==> src/pwm_defs.svh <==
// PWM widths and register map
`ifndef PWM_DEFS_SVH
`define PWM_DEFS_SVH

// ------------------------------
// Widths
// ------------------------------

// Period and duty values, one word
`define PWM_CNT_W 16

// Host register address
`define PWM_ADDR_W 2

// ------------------------------
// Register addresses
// ------------------------------

// Control register, bit 0 enable, bit 1 idle polarity
`define PWM_ADDR_CTRL 2'd0
// Frame length in clock cycles
`define PWM_ADDR_PERIOD 2'd1
// Active length minus one
`define PWM_ADDR_DUTY 2'd2
// Strobe only, nothing stored
`define PWM_ADDR_COMMIT 2'd3

`endif

==> src/pwm_pkg.sv <==
// PWM shared types
`include "pwm_defs.svh"

package pwm_pkg;

	// Period and duty payload
	typedef logic [`PWM_CNT_W-1:0] pwm_cnt_t;

	// Host register map
	typedef enum logic [`PWM_ADDR_W-1:0] {
		reg_ctrl   = `PWM_ADDR_CTRL,
		reg_period = `PWM_ADDR_PERIOD,
		reg_duty   = `PWM_ADDR_DUTY,
		reg_commit = `PWM_ADDR_COMMIT
	} reg_addr_t;

	// Duty cycle FSM states
	// Count drives the output active, wait holds it inactive until frame end
	typedef enum logic [1:0] {
		duty_idle  = 2'd0,
		duty_count = 2'd1,
		duty_wait  = 2'd2
	} duty_state_t;

endpackage

==> src/pwm_regs.sv <==
// PWM host register block
`timescale 1ns/1ps
`include "pwm_defs.svh"

module pwm_regs
	import pwm_pkg::*;
(
	input  logic                   CLK,
	input  logic                   RST,
	input  logic                   wr_en,
	input  logic [`PWM_ADDR_W-1:0] wr_addr,
	input  pwm_cnt_t               wr_data,
	output logic                   enable,
	output logic                   idle_pol,
	output pwm_cnt_t               period_val,
	output pwm_cnt_t               duty_val,
	output logic                   commit
);

	// Control register bit positions
	localparam int CTRL_EN_BIT  = 0;
	localparam int CTRL_POL_BIT = 1;

	reg_addr_t wr_reg;

	// Decode the raw address into the register map
	assign wr_reg = reg_addr_t'(wr_addr);

	// ------------------------------
	// Register writes
	// ------------------------------

	// All writes land one cycle after the strobe
	// Upper control bits are dropped
	always_ff @(posedge CLK or posedge RST)
	begin
		if (RST)
		begin
			enable     <= 1'b0;
			idle_pol   <= 1'b0;
			period_val <= '0;
			duty_val   <= '0;
			commit     <= 1'b0;
		end
		else
		begin
			// Commit is a pulse, high only for the cycle after its write
			commit <= wr_en && (wr_reg == reg_commit);

			if (wr_en)
			begin
				case (wr_reg)
				reg_ctrl:
				begin
					enable   <= wr_data[CTRL_EN_BIT];
					idle_pol <= wr_data[CTRL_POL_BIT];
				end
				reg_period:
					period_val <= wr_data;
				reg_duty:
					duty_val <= wr_data;
				// Commit address stores nothing
				default:
					;
				endcase
			end
		end
	end

endmodule

==> src/period_counter.sv <==
// PWM frame period counter
`timescale 1ns/1ps
`include "pwm_defs.svh"

module period_counter
	import pwm_pkg::*;
(
	input  logic     CLK,
	input  logic     RST,
	input  logic     enable,
	input  logic     commit,
	input  pwm_cnt_t period_val,
	output logic     freq_tc
);

	// Reload point of the down-counter
	localparam pwm_cnt_t CNT_ONE = `PWM_CNT_W'(1);

	// Period in use for the frames, follows period_val only on commit
	pwm_cnt_t period_shadow;
	// Cycles left in the current frame
	pwm_cnt_t period_cnt;
	// Last cycle of the frame
	logic     period_end;

	// Zero is treated like one so a bad period cannot run away
	assign period_end = (period_cnt <= CNT_ONE);

	// ------------------------------
	// Shadow register
	// ------------------------------

	// Follows the host value while disabled
	// While running it only moves on commit, the running frame keeps its count
	always_ff @(posedge CLK or posedge RST)
	begin
		if (RST)
			period_shadow <= '0;
		else if (!enable || commit)
			period_shadow <= period_val;
	end

	// ------------------------------
	// Down-counter and frame pulse
	// ------------------------------

	// Disabled: hold at the load value so the first frame is full length
	// Enabled: count down to one, then reload from the shadow
	// freq_tc is registered, high in the cycle after the counter hit one
	// First pulse P cycles after enable rises, then every P cycles
	always_ff @(posedge CLK or posedge RST)
	begin
		if (RST)
		begin
			period_cnt <= '0;
			freq_tc    <= 1'b0;
		end
		else
		begin
			freq_tc <= enable && period_end;

			if (!enable)
				period_cnt <= period_val;
			else if (period_end)
				period_cnt <= period_shadow;
			else
				period_cnt <= period_cnt - CNT_ONE;
		end
	end

endmodule

==> src/duty_cycle_count.sv <==
// PWM duty cycle counter
`timescale 1ns/1ps
`include "pwm_defs.svh"

module duty_cycle_count
	import pwm_pkg::*;
(
	input  logic     CLK,
	input  logic     RST,
	input  logic     enable,
	input  logic     idle_pol,
	input  logic     commit,
	input  pwm_cnt_t duty_val,
	input  logic     freq_tc,
	output logic     pwm
);

	// Counter is split into two bytes for a short carry path
	localparam int BYTE_W = `PWM_CNT_W / 2;

	duty_state_t       duty_state;
	duty_state_t       duty_state_nxt;

	// Duty in use, follows duty_val only on commit or while disabled
	pwm_cnt_t          duty_shadow;

	// Low byte counts every cycle, high byte on low byte wrap
	logic [BYTE_W-1:0] lo_cnt;
	logic [BYTE_W-1:0] lo_cnt_nxt;
	logic [BYTE_W-1:0] hi_cnt;
	logic [BYTE_W-1:0] hi_cnt_nxt;

	// Registered per-byte zero flags
	logic              lo_tc;
	logic              lo_tc_nxt;
	logic              hi_tc;
	logic              hi_tc_nxt;

	logic              cnt_ld;
	logic              cnt_done;
	logic              pwm_raw;

	// Whole counter at zero, both flags already registered
	assign cnt_done = lo_tc & hi_tc;

	// Reload outside count, at every frame boundary, and once the count runs out
	assign cnt_ld = (duty_state != duty_count) || freq_tc || cnt_done;

	// Idle polarity flips the pin, pwm_raw stays active high
	assign pwm = idle_pol ? ~pwm_raw : pwm_raw;

	// ------------------------------
	// Registers
	// ------------------------------

	always_ff @(posedge CLK or posedge RST)
	begin
		if (RST)
		begin
			duty_state  <= duty_idle;
			duty_shadow <= '0;
			lo_cnt      <= '0;
			lo_tc       <= 1'b0;
			hi_cnt      <= '0;
			hi_tc       <= 1'b0;
			pwm_raw     <= 1'b0;
		end
		else
		begin
			duty_state <= duty_state_nxt;

			// Frame-safe update of the duty value
			if (!enable || commit)
				duty_shadow <= duty_val;

			lo_cnt <= lo_cnt_nxt;
			lo_tc  <= lo_tc_nxt;

			// High byte moves on a load or when the low byte wraps
			if (cnt_ld || lo_tc)
			begin
				hi_cnt <= hi_cnt_nxt;
				hi_tc  <= hi_tc_nxt;
			end

			// Output stage sits one cycle behind the state register
			// so the active run is exactly the time spent in count
			pwm_raw <= enable && (duty_state == duty_count);
		end
	end

	// ------------------------------
	// Byte counters
	// ------------------------------

	// Each flag is set one cycle early so it is true while its byte is zero
	always_comb
	begin
		if (cnt_ld)
		begin
			lo_cnt_nxt = duty_shadow[BYTE_W-1:0];
			lo_tc_nxt  = (duty_shadow[BYTE_W-1:0] == '0);
			hi_cnt_nxt = duty_shadow[2*BYTE_W-1:BYTE_W];
			hi_tc_nxt  = (duty_shadow[2*BYTE_W-1:BYTE_W] == '0);
		end
		else
		begin
			lo_cnt_nxt = lo_cnt - 1'b1;
			lo_tc_nxt  = (lo_cnt == BYTE_W'(1));
			hi_cnt_nxt = hi_cnt - 1'b1;
			hi_tc_nxt  = (hi_cnt == BYTE_W'(1));
		end
	end

	// ------------------------------
	// Duty FSM
	// ------------------------------

	// Count lasts D+1 cycles from each frame start, then wait for freq_tc
	// Duty at or above the period never reaches wait, output stays active
	always_comb
	begin
		duty_state_nxt = duty_state;

		case (duty_state)
		duty_idle:
		begin
			// Counter is already loaded, start the first frame
			if (enable)
				duty_state_nxt = duty_count;
		end
		duty_count:
		begin
			case ({enable, freq_tc, cnt_done})
			// Still counting down
			3'b100:
				duty_state_nxt = duty_count;
			// Ran out before the frame ended
			3'b101:
				duty_state_nxt = duty_wait;
			// Frame ended first or together, carry on with a fresh count
			3'b110,
			3'b111:
				duty_state_nxt = duty_count;
			// Disabled
			default:
				duty_state_nxt = duty_idle;
			endcase
		end
		duty_wait:
		begin
			if (!enable)
				duty_state_nxt = duty_idle;
			else if (freq_tc)
				duty_state_nxt = duty_count;
		end
		// Unused encoding, recover to idle
		default:
			duty_state_nxt = duty_idle;
		endcase
	end

endmodule

==> src/pwm_top.sv <==
// PWM generator top level
`timescale 1ns/1ps
`include "pwm_defs.svh"

module pwm_top
	import pwm_pkg::*;
(
	input  logic                   CLK,
	input  logic                   RST,
	input  logic                   wr_en,
	input  logic [`PWM_ADDR_W-1:0] wr_addr,
	input  pwm_cnt_t               wr_data,
	output logic                   pwm
);

	// Register block outputs
	logic     enable;
	logic     idle_pol;
	logic     commit;
	pwm_cnt_t period_val;
	pwm_cnt_t duty_val;

	// Last cycle of each frame
	logic     freq_tc;

	// Write to enable, first active output three cycles later
	pwm_regs u_regs (
		.CLK        (CLK),
		.RST        (RST),
		.wr_en      (wr_en),
		.wr_addr    (wr_addr),
		.wr_data    (wr_data),
		.enable     (enable),
		.idle_pol   (idle_pol),
		.period_val (period_val),
		.duty_val   (duty_val),
		.commit     (commit)
	);

	period_counter u_period (
		.CLK        (CLK),
		.RST        (RST),
		.enable     (enable),
		.commit     (commit),
		.period_val (period_val),
		.freq_tc    (freq_tc)
	);

	duty_cycle_count u_duty (
		.CLK      (CLK),
		.RST      (RST),
		.enable   (enable),
		.idle_pol (idle_pol),
		.commit   (commit),
		.duty_val (duty_val),
		.freq_tc  (freq_tc),
		.pwm      (pwm)
	);

endmodule

==> config.mk <==
export PLATFORM = sky130hd
export DESIGN_NAME = pwm_top
export DESIGN_NICKNAME = d
export VERILOG_FILES = /design/src/pwm_pkg.sv /design/src/pwm_regs.sv /design/src/period_counter.sv /design/src/duty_cycle_count.sv /design/src/pwm_top.sv
export VERILOG_INCLUDE_DIRS = /design/src /design/src/src
export SDC_FILE = /design/constraint.sdc
export NUM_CORES = 1
export LEC_CHECK = 0
export BUFFER_PORTS_ARGS = -buffer_cell sky130_fd_sc_hd__buf_2
export CELL_PAD_IN_SITES_DETAIL_PLACEMENT = 2
export CELL_PAD_IN_SITES_GLOBAL_PLACEMENT = 2
export CORE_MARGIN = 10
export CORE_UTILIZATION = 41
export DETAILED_ROUTE_END_ITERATION = 16
export HOLD_SLACK_MARGIN = 0.03
export PLACE_DENSITY_LB_ADDON = 0.1
export SYNTH_ARGS = -nofsm -noshare
export SYNTH_HDL_FRONTEND = slang
export SYNTH_SLANG_ARGS = --single-unit
export TNS_END_PERCENT = 5
==> constraint.sdc <==
create_clock -name CLK -period 4.2 [get_ports CLK]
set_input_delay 1.05 -clock CLK [delete_from_list [all_inputs] [get_ports CLK]]
set_output_delay 1.05 -clock CLK [all_outputs]
set_load 0.02 [all_outputs]
# After elaboration in Yosys (flattened, before gate mapping)
# Index checks and enable logic that the tools add are counted.
# W data, S select, Z words.
dict set report word_totals {
  in_bits 21
  output_inout_bits 1
  wordCells 64
  register_bits 105
}
dict set report op_classes {
  reduce_logical 17
  n_bitwise 2
  n_addsub 3
  magnitude_cmp 1
  n_eq_ne 14
  mux 12
}
# operator count
set op_table {}
lappend op_table {{$mux W16} 2}
lappend op_table {{$eq A8 B1 Y1 const B} 2}
lappend op_table {{$le A16 B1 Y1 const B} 1}
lappend op_table {{$logic_not A8 Y1} 2}
lappend op_table {{$mux W8} 2}
lappend op_table {{$sub A16 B1 Y16 const B} 1}
lappend op_table {{$sub A8 B1 Y8 const B} 2}
lappend op_table {{$eq A3 B3 Y1 const B} 4}
lappend op_table {{$reduce_and A2 Y1} 4}
lappend op_table {{$eq A2 B2 Y1 const B} 3}
lappend op_table {{$mux W2} 3}
lappend op_table {{$pmux W2 S3} 1}
lappend op_table {{$eq A2 B1 Y1 const B} 2}
lappend op_table {{$logic_not A2 Y1} 2}
lappend op_table {{$logic_or A1 B1 Y1} 4}
lappend op_table {{$pmux W2 S2} 1}
lappend op_table {{$logic_and A1 B1 Y1} 3}
lappend op_table {{$mux W1} 3}
lappend op_table {{$ne A3 B3 Y1 const B} 1}
lappend op_table {{$reduce_or A3 Y1} 1}
lappend op_table {{$ne A2 B1 Y1 const B} 1}
lappend op_table {{$ne A2 B2 Y1 const B} 1}
lappend op_table {{$and A1 B1 Y1} 1}
lappend op_table {{$logic_not A1 Y1} 1}
lappend op_table {{$not A1 Y1} 1}

# Depth between registers and ports, before layout
# Gate-level depths: netlist of the first run.
dict set report depth {
  word_depth 5
  mapped_depth 8
  mapped_depth_nobuf 7
}

# Cells and area by module
# From an unflattened synthesis of the first run, not the netlist that was laid out.
dict set report unflattened {
  hier_cells 410
  area_unflattened_um2 5029.8
}
# module cells_each area_each_um2 n_inst seq_area_each_um2
set modules_own_cells {}
lappend modules_own_cells {duty_cycle_count 161 1816.7 1 925.9}
lappend modules_own_cells {period_counter 173 1794.2 1 825.8}
lappend modules_own_cells {pwm_regs 76 1418.9 1 875.8}

# Worst setup path after synthesis of the first run
# Ideal clock, no wire load.
dict set report synth_path {
  path_type {input to register}
  from {input port wr_addr[0]}
  to {register u_regs.duty_val[0]}
  required_time_ns 4.075
  cell_stages 3
  setup_time_ns 0.125
  path_slack_ns 2.076
  arrival_ns 2.000
  path_buffers 1
  cell_sequence {nand3b_1 clkbuf_1 mux2_2}
}
dict set report synth_between {
  elab_chain_cells 2
}
# item line_no
set synth_lines {}
lappend synth_lines {{start: declaration} pwm_top.sv:11} ;# input logic [`PWM_ADDR_W-1:0] wr_addr,
lappend synth_lines {{$eq A2 B2 Y1} pwm_regs.sv:52} ;# case (wr_reg)
lappend synth_lines {{$reduce_and A2 Y1 (no source line)} n/a}
lappend synth_lines {{end signal: assignment} pwm_regs.sv:61} ;# duty_val <= wr_data;
lappend synth_lines {{end: declaration} pwm_regs.sv:16} ;# output pwm_cnt_t duty_val,
# No other way between the ends.
# A chain may end at the register's enable or synchronous reset.

# Worst setup path in the final report of the first run
dict set report layout_path {
  from {register u_period.period_cnt[0]}
  to {register u_period.period_cnt[4]}
}
dict set report layout_between {
  elab_chain_cells 3
  word_cells_on_any_way 4
  cone_classes {1 x add/sub; 1 x order compare; 2 x mux}
}
# item line_no
set layout_lines {}
lappend layout_lines {{start: declaration} period_counter.sv:22} ;# pwm_cnt_t period_cnt;
lappend layout_lines {{start signal: assignment} period_counter.sv:63} ;# period_cnt <= period_val;
lappend layout_lines {{start signal: assignment} period_counter.sv:65} ;# period_cnt <= period_shadow;
lappend layout_lines {{start signal: assignment} period_counter.sv:67} ;# period_cnt <= period_cnt - CNT_ONE;
lappend layout_lines {{$sub A16 B1 Y16 / $le A16 B1 Y1 (equally long branches)} {period_counter.sv:67, period_counter.sv:27}}
lappend layout_lines {{$mux W16 *} period_counter.sv:64} ;# else if (period_end)
lappend layout_lines {{$mux W16 *} period_counter.sv:62} ;# if (!enable)
# Every way passes the cells marked *; elsewhere a longest branch is shown, timed or not.

==> impl_results.md, run 1 <==
- CP startpoint kind: register
- Slew margin rel.: 27.5%
- Total of max-cap violations: 0
- Count of final setup violators: 0
- Asr flop ratio synth: 100%
- Post-Syn Instances: 427
- Post-CTS Resized: 0
- Status: complete, no violations
- Crit share post-route: 59.3%
- Placer Congestion: 0.799
- Via Count: 3,292
- Post-DP HPWL: 8160 µm
- Critical path required time: 4.43 ns
- Worst Path Max Fanout: 15
- GR Util All Layers: 15.7%
- Largest net degree at the start of global routing: 72
- Seq cells post-synth: 105
- Crit end category: register
- PwrDens: 632 mW/mm²
- Most used DFF post-synth: dfrtp_1
- Vias in the first global route: 3,753
- Worst-path clk slew: 0.07 ns
- Routed WL: 12,200 µm
- Yosys cell types: 43
- Max VDD drop: 0.270 mV
- Post-synth EDFFs: 0
- Post-CTS setup buffer count: 0
- Clk_lat worst skew: 0.34 ns
- Syn-to-layout area delta: 12.1%
- H-tree depth: 3
- Final setup TNS: 0 ns
- Overall die width: 128 µm
- Total CTS buffers: 9
- Top post-synthesis cells by count: dfrtp_1 (105), mux2_2 (58), nand2_1 (34), o21ai_0 (34), nor2_1 (24)
- Post-Synth Adder-Cell Area: 1.57%
- Die height: 128 µm
- CTS root buffer: clkbuf_16
- Fin. Hold Viols: 0
- IO Count: 22
- Cell taking the most area after synthesis: dfrtp_1
- Post-CTS Hold Buffers: 0
- Max Slew Vio Count: 0
- RSZ-0062 raised after global routing: false
- Max Buffers Root-to-Sink: 2
- Post-route DRC: 0
- HP Class: reg2reg
- Synth Area in Simple Gates: 13.3%
- Port Buf Inserts: 21
- Fin Clk Skew: 0.00513 ns
- 1st-pass router iterations: 6
- Grt ovf: 0
- Post-DR wirelength/cell: 20.6 µm
- CTS tree: built
- Initial Util: 41.8%
- Top-count cell post-synth: dfrtp_1
- Yosys top cell area share: 55.0%
- Largest family of logic cells by synthesized area: multiplexers
- Arr. time, crit path: 2.72 ns
- Sequential-to-total area share from yosys stat: 55.0%
- Nets@finish: 471
- Final Critical Period: 2.49 ns
- Fmax: 401 MHz
- Syn Nets: 454
- Initial antenna violation count: 0
- Post-synthesis compound-gate area fraction: 9.74%
- Fraction of synthesized area in multiplexers: 14.5%
- Leak: 0.00229 µW
- Avg Inst Size Synth: 11.2 µm²
- Post-synthesis xor/xnor area fraction: 2.75%
- Layout cells sized above 1: 24.1%
- Rows: 39
- Ant. Diodes: 0
- Initial DRC count: 130
- Via-to-Cell Ratio: 5.56
- Area contributors post-synth: dfrtp_1 (55%), mux2_2 (14%), o21ai_0 (3.6%)
- Core ar.: 0.0114 mm²
- Fin util: 46.9%
- Least-Margin Pin Slew: 1.09 ns
- Number of nets with antenna violations after routing: 0
- Fill cells: 1,197
- Die Area: 0.0164 mm²
- First-pass GRT wire length: 20,600 µm
- CTS Sinks: 105
- Yosys Warn Count: 0
- Cell Area, Synth: 0.00478 mm²
- Setup CP Type: reg2reg
## critical path, stage by stage, from the launching register on
cell and delay [ns]:
dfrtp_1 0.39, inv_1 0.08, ha_1 0.26, o21ai_1 0.43, or3_1 0.57, mux2_4 0.37
mux2_4 0.27
## cell type report
type	instances	area (µm²)	area share [%]
clock buffer	15	298	5.56
clock inverter	1	30.0	0.560
inverter	21	81.3	1.52
multi-input combinational	282	2010	37.5
sequential	105	2630	49.0
tap	143	179	3.34
timing repair buffer	25	135	2.52
## registers in the layout (all words and copies together) (netlist names)
signal and cells:
u_regs.enable 1, u_regs.duty_val 16, u_duty.hi_tc 1, u_regs.idle_pol 1
u_regs.period_val 16, u_period.period_cnt 16, u_period.freq_tc 1, u_duty.hi_cnt 8
u_duty.duty_shadow 16, u_duty.duty_state 2, u_duty.pwm_raw 1, u_duty.lo_tc 1
u_regs.commit 1, u_duty.lo_cnt 8, u_period.period_shadow 16
## layer usage
metal,share of wire (%),track usage (%)
met1,48,21.0
met2,48,25.0
met3,2.5,2.77
met4,1.3,5.36
met5,0,0
## where the power goes
group	leakage (µW)	total [µW]	internal (µW)	switching, µW
clock	0.000162	906	544	362
sequential	0.00126	1620	1320	306
combinational	0.000868	856	406	450
total	0.00229	3380	2270	1120
## stage by stage
step / power (µW) / cells / hold slack [ns] / setup WS [ns] / area [µm²]
floorplan: 2200 / 427 / 0.445 / 0.389 / 4780
global placement: 2430 / 576 / 0.463 / 1.71 / 5030
detailed placement: 2490 / 576 / 0.477 / 1.64 / 5030
CTS: 3430 / 592 / 0.492 / 1.69 / 5360
global route: 3630 / 592 / 0.532 / 1.61 / 5360
finish: 3380 / 592 / 0.483 / 1.71 / 5360
## cells in the final DEF (no fill, tap or decap), types with 2 or more instances in the layout
master,instances
or3b_2,2
a21oi_1,15
buf_2,21
nor3_1,13
nor4_1,8
o22ai_1,12
nand3_1,9
and3_1,2
nand3b_1,3
nor4_4,2
clkbuf_8,5
and2_1,2
ha_1,6
nor2_1,24
or3_1,3
nor3b_1,3
nand2_1,34
or4_1,3
a32oi_1,3
mux2_2,58
dfrtp_1,105
buf_4,4
clkbuf_16,9
xnor2_1,8
nand2b_1,6
o21ai_0,34
inv_1,20
o221ai_1,2
xor2_1,7
o211ai_1,4
mux2_4,2
a31oi_1,4
## cells by family (layout without fill, tap and decap cells)
| family | count (synthesis) | after routing |
|---|---|---|
| mux | 61 | 61 |
| buf+inv | 40 | 62 |
| flops | 105 | 105 |
| xor+xnor | 15 | 15 |
| simple gates | 120 | 120 |
| fa+ha+maj | 6 | 6 |
| compound gates | 80 | 80 |
## final timing paths
| kind | startpoint | to | slack, ns | cells after the start |
|---|---|---|---|---|
| worst max-delay path | u_period.period_cnt[0]$_DFF_PP0_ | u_period.period_cnt[4]$_DFF_PP0_ | 1.71 | 6 |
| worst min-delay path | u_period.period_shadow[7]$_DFFE_PP0P_ | u_period.period_shadow[7]$_DFFE_PP0P_ | 0.48 | 2 |
| worst max register to register | u_period.period_cnt[0]$_DFF_PP0_ | u_period.period_cnt[4]$_DFF_PP0_ | 1.71 | 6 |
| worst min register to register | u_period.period_shadow[7]$_DFFE_PP0P_ | u_period.period_shadow[7]$_DFFE_PP0P_ | 0.48 | 2 |
| max in group asynchronous | RST | u_regs.duty_val[0]$_DFFE_PP0P_ | 2.50 | 3 |
| min in group asynchronous | RST | u_regs.period_val[0]$_DFFE_PP0P_ | 0.87 | 2 |
No activity file was read; power rests on OpenSTA's default activity.
==> inputs of run 2 (changes only) <==
--- a/config.mk
+++ b/config.mk
@@ -10,7 +10,7 @@
 export CELL_PAD_IN_SITES_DETAIL_PLACEMENT = 2
 export CELL_PAD_IN_SITES_GLOBAL_PLACEMENT = 2
 export CORE_MARGIN = 10
-export CORE_UTILIZATION = 41
+export CORE_UTILIZATION = 37
 export DETAILED_ROUTE_END_ITERATION = 16
 export HOLD_SLACK_MARGIN = 0.03
 export PLACE_DENSITY_LB_ADDON = 0.1
==> constraint.sdc (replaced) <==
create_clock -name CLK -period 2.25 [get_ports CLK]
set_input_delay 0.5625 -clock CLK [delete_from_list [all_inputs] [get_ports CLK]]
set_output_delay 0.5625 -clock CLK [all_outputs]
set_load 0.02 [all_outputs]
==> impl_results.md, run 2 (synthesis results as in run 1) <==
- Via Count: 3,386 (+2.9%)
- 1st-pass router iterations: 4 (-2)
- Fill cells: 1,325 (+11%)
- CP startpoint kind: register
- Leak: 0.00233 µW (+1.8%)
- Count of final setup violators: 0 (unchanged)
- Vias in the first global route: 3,833 (+2.1%)
- Setup CP Type: reg2reg
- Clk_lat worst skew: 0.35 ns (about the same)
- Post-CTS setup buffer count: 0 (unchanged)
- Worst-path clk slew: 0.07 ns (about the same)
- IO Count: 22 (unchanged)
- Layout cells sized above 1: 26.6% (+2.5 points)
- Cells after DPL: 616 (+6.9%)
- Fin cells: 631 (+6.6%)
- CTS root buffer: clkbuf_16
- Port Buf Inserts: 21 (unchanged)
- Routed WL: 11,800 µm (-3.4%)
- Buf+Inv Stages, Crit Path: 0 (-1)
- Total of max-cap violations: 0 (unchanged)
- Die Area: 0.0179 mm² (+9.1%)
- Worst Path Max Fanout: 4 (-11)
- First-pass GRT wire length: 20,300 µm (-1.5%)
- Crit end category: register
- Post-DP HPWL: 8490 µm (+4.1%)
- Crit path max-delay family: simple AND/OR/NAND/NOR gates
- Overall die width: 134 µm (+4.4%)
- Post-route DRC: 0 (unchanged)
- CTS Sinks: 105 (unchanged)
- Post-CTS Resized: 0 (unchanged)
- Die height: 134 µm (+4.4%)
- R2r worst-path depth: 5 (-1)
- Syn-to-layout area delta: 14.9%
- Nets@finish: 482 (+2.3%)
- Critical path required time: 2.49 ns (-1.94 ns)
- Commonest non-fill, non-tap cell in the layout: dfrtp_1
- CP peak stage delay: 0.58 ns (about the same)
- CTS tree: built
- HP Class: in2async
- Placer Congestion: 0.765 (-4.3%)
- Status: complete, no violations
- Grt ovf: 0 (unchanged)
- Largest net degree at the start of global routing: 42 (-42%)
- RSZ-0062 raised after global routing: false
- Arr. time, crit path: 2.39 ns (-0.33 ns)
- Slowest stage cell, crit path: or4_4
- Crit share post-route: 95.4% (+36 points)
- Rows: 41 (+5.1%)
- Via-to-Cell Ratio: 5.37 (-3.5%)
- Post-CTS Hold Buffers: 0 (unchanged)
- Final setup TNS: 0 ns (unchanged)
- CP cell instances: or4_1 > or4_4 > nor3_2 > a21oi_1 > mux2_2
- Core ar.: 0.0126 mm² (+11%)
- Fin. Hold Viols: 0 (unchanged)
- Initial DRC count: 107 (-18%)
- Final Critical Period: 2.15 ns (-0.347 ns)
- Fmax: 466 MHz (+16%)
- Fin Clk Skew: 0.00506 ns (-0.0000613 ns)
- Max Slew Vio Count: 0 (unchanged)
- H-tree depth: 3 (unchanged)
- Ant. Diodes: 0 (unchanged)
- Post-DR wirelength/cell: 18.6 µm (-9.3%)
- Slew margin rel.: 49.9% (+22 points)
- R2R Path End: u_period.period_cnt[3]$_DFF_PP0_
- Initial Util: 37.9% (-4.0 points)
- Max Buffers Root-to-Sink: 2 (unchanged)
- Initial antenna violation count: 0 (unchanged)
- Reg2reg setup slack: 0.10 ns (-1.60 ns)
- PwrDens: 1140 mW/mm² (+80%)
- Number of nets with antenna violations after routing: 0 (unchanged)
- GR Util All Layers: 14.0% (-1.6 points)
- Max VDD drop: 0.602 mV (+120%)
- Worst R2R Start: u_period.period_cnt[9]$_DFF_PP0_
- Least-Margin Pin Slew: 0.749 ns (-0.336 ns)
- Total CTS buffers: 9 (unchanged)
- Most frequent cells in the layout: dfrtp_1 (104), mux2_2 (58), nand2_1 (34), o21ai_0 (34), nor2_1 (24)
==> run 2: where the power goes <==
group	leakage [µW]	total, µW	internal [µW]	switching (µW)
Clock	0.000146	1610	897	714
Sequential	0.00126	3030	2460	571
Combinational	0.000927	1610	798	813
==> run 2: final cells by class <==
class / instances / area (µm²) / share of cell area, %
clock inverter: 5 / 63.8 / 1.16
inverter: 21 / 82.6 / 1.50
sequential: 105 / 2630 / 47.9
multi-input combinational: 282 / 2020 / 36.7
tap: 172 / 215 / 3.92
timing repair buffer: 36 / 243 / 4.42
clock buffer: 10 / 239 / 4.35
==> run 2: per-layer routing <==
| layer | track usage [%] | vias up | wire length (µm) |
|---|---|---|---|
| li1 | - | 1568 | - |
| met1 | 17.9 | 1778 | 5560 |
| met2 | 22.5 | 33 | 5690 |
| met3 | 4.74 | 7 | 410 |
| met4 | 3.14 | 0 | 95 |
| met5 | 0 | - | 0 |
==> run 2: worst max path at each step <==
stage,startpoint,cells after the start,endpoint
floorplan,u_period.period_cnt[6]$_DFF_PP0_,6,u_period.period_cnt[4]$_DFF_PP0_
detailed placement,u_period.period_cnt[9]$_DFF_PP0_,5,u_period.period_cnt[3]$_DFF_PP0_
global route,u_period.period_cnt[11]$_DFF_PP0_,5,u_period.period_cnt[12]$_DFF_PP0_
global placement,u_period.period_cnt[9]$_DFF_PP0_,5,u_period.period_cnt[2]$_DFF_PP0_
finish,u_period.period_cnt[9]$_DFF_PP0_,5,u_period.period_cnt[3]$_DFF_PP0_
CTS,u_period.period_cnt[9]$_DFF_PP0_,5,u_period.period_cnt[2]$_DFF_PP0_
==> run 2: metrics by stage <==
stage	area, µm²	util, %	power (µW)	worst slack (ns)	hold slack (ns)
3_5_place_dp	5170	41.0	4690	0.0643	0.471
2_1_floorplan	4780	-	4110	0.196	0.445
6_report	5490	43.5	6250	0.104	0.285
5_1_grt	5490	43.5	6730	0.00726	0.318
4_1_cts	5480	43.4	6350	0.0441	0.297
3_3_place_gp	5170	41.0	4580	0.109	0.458
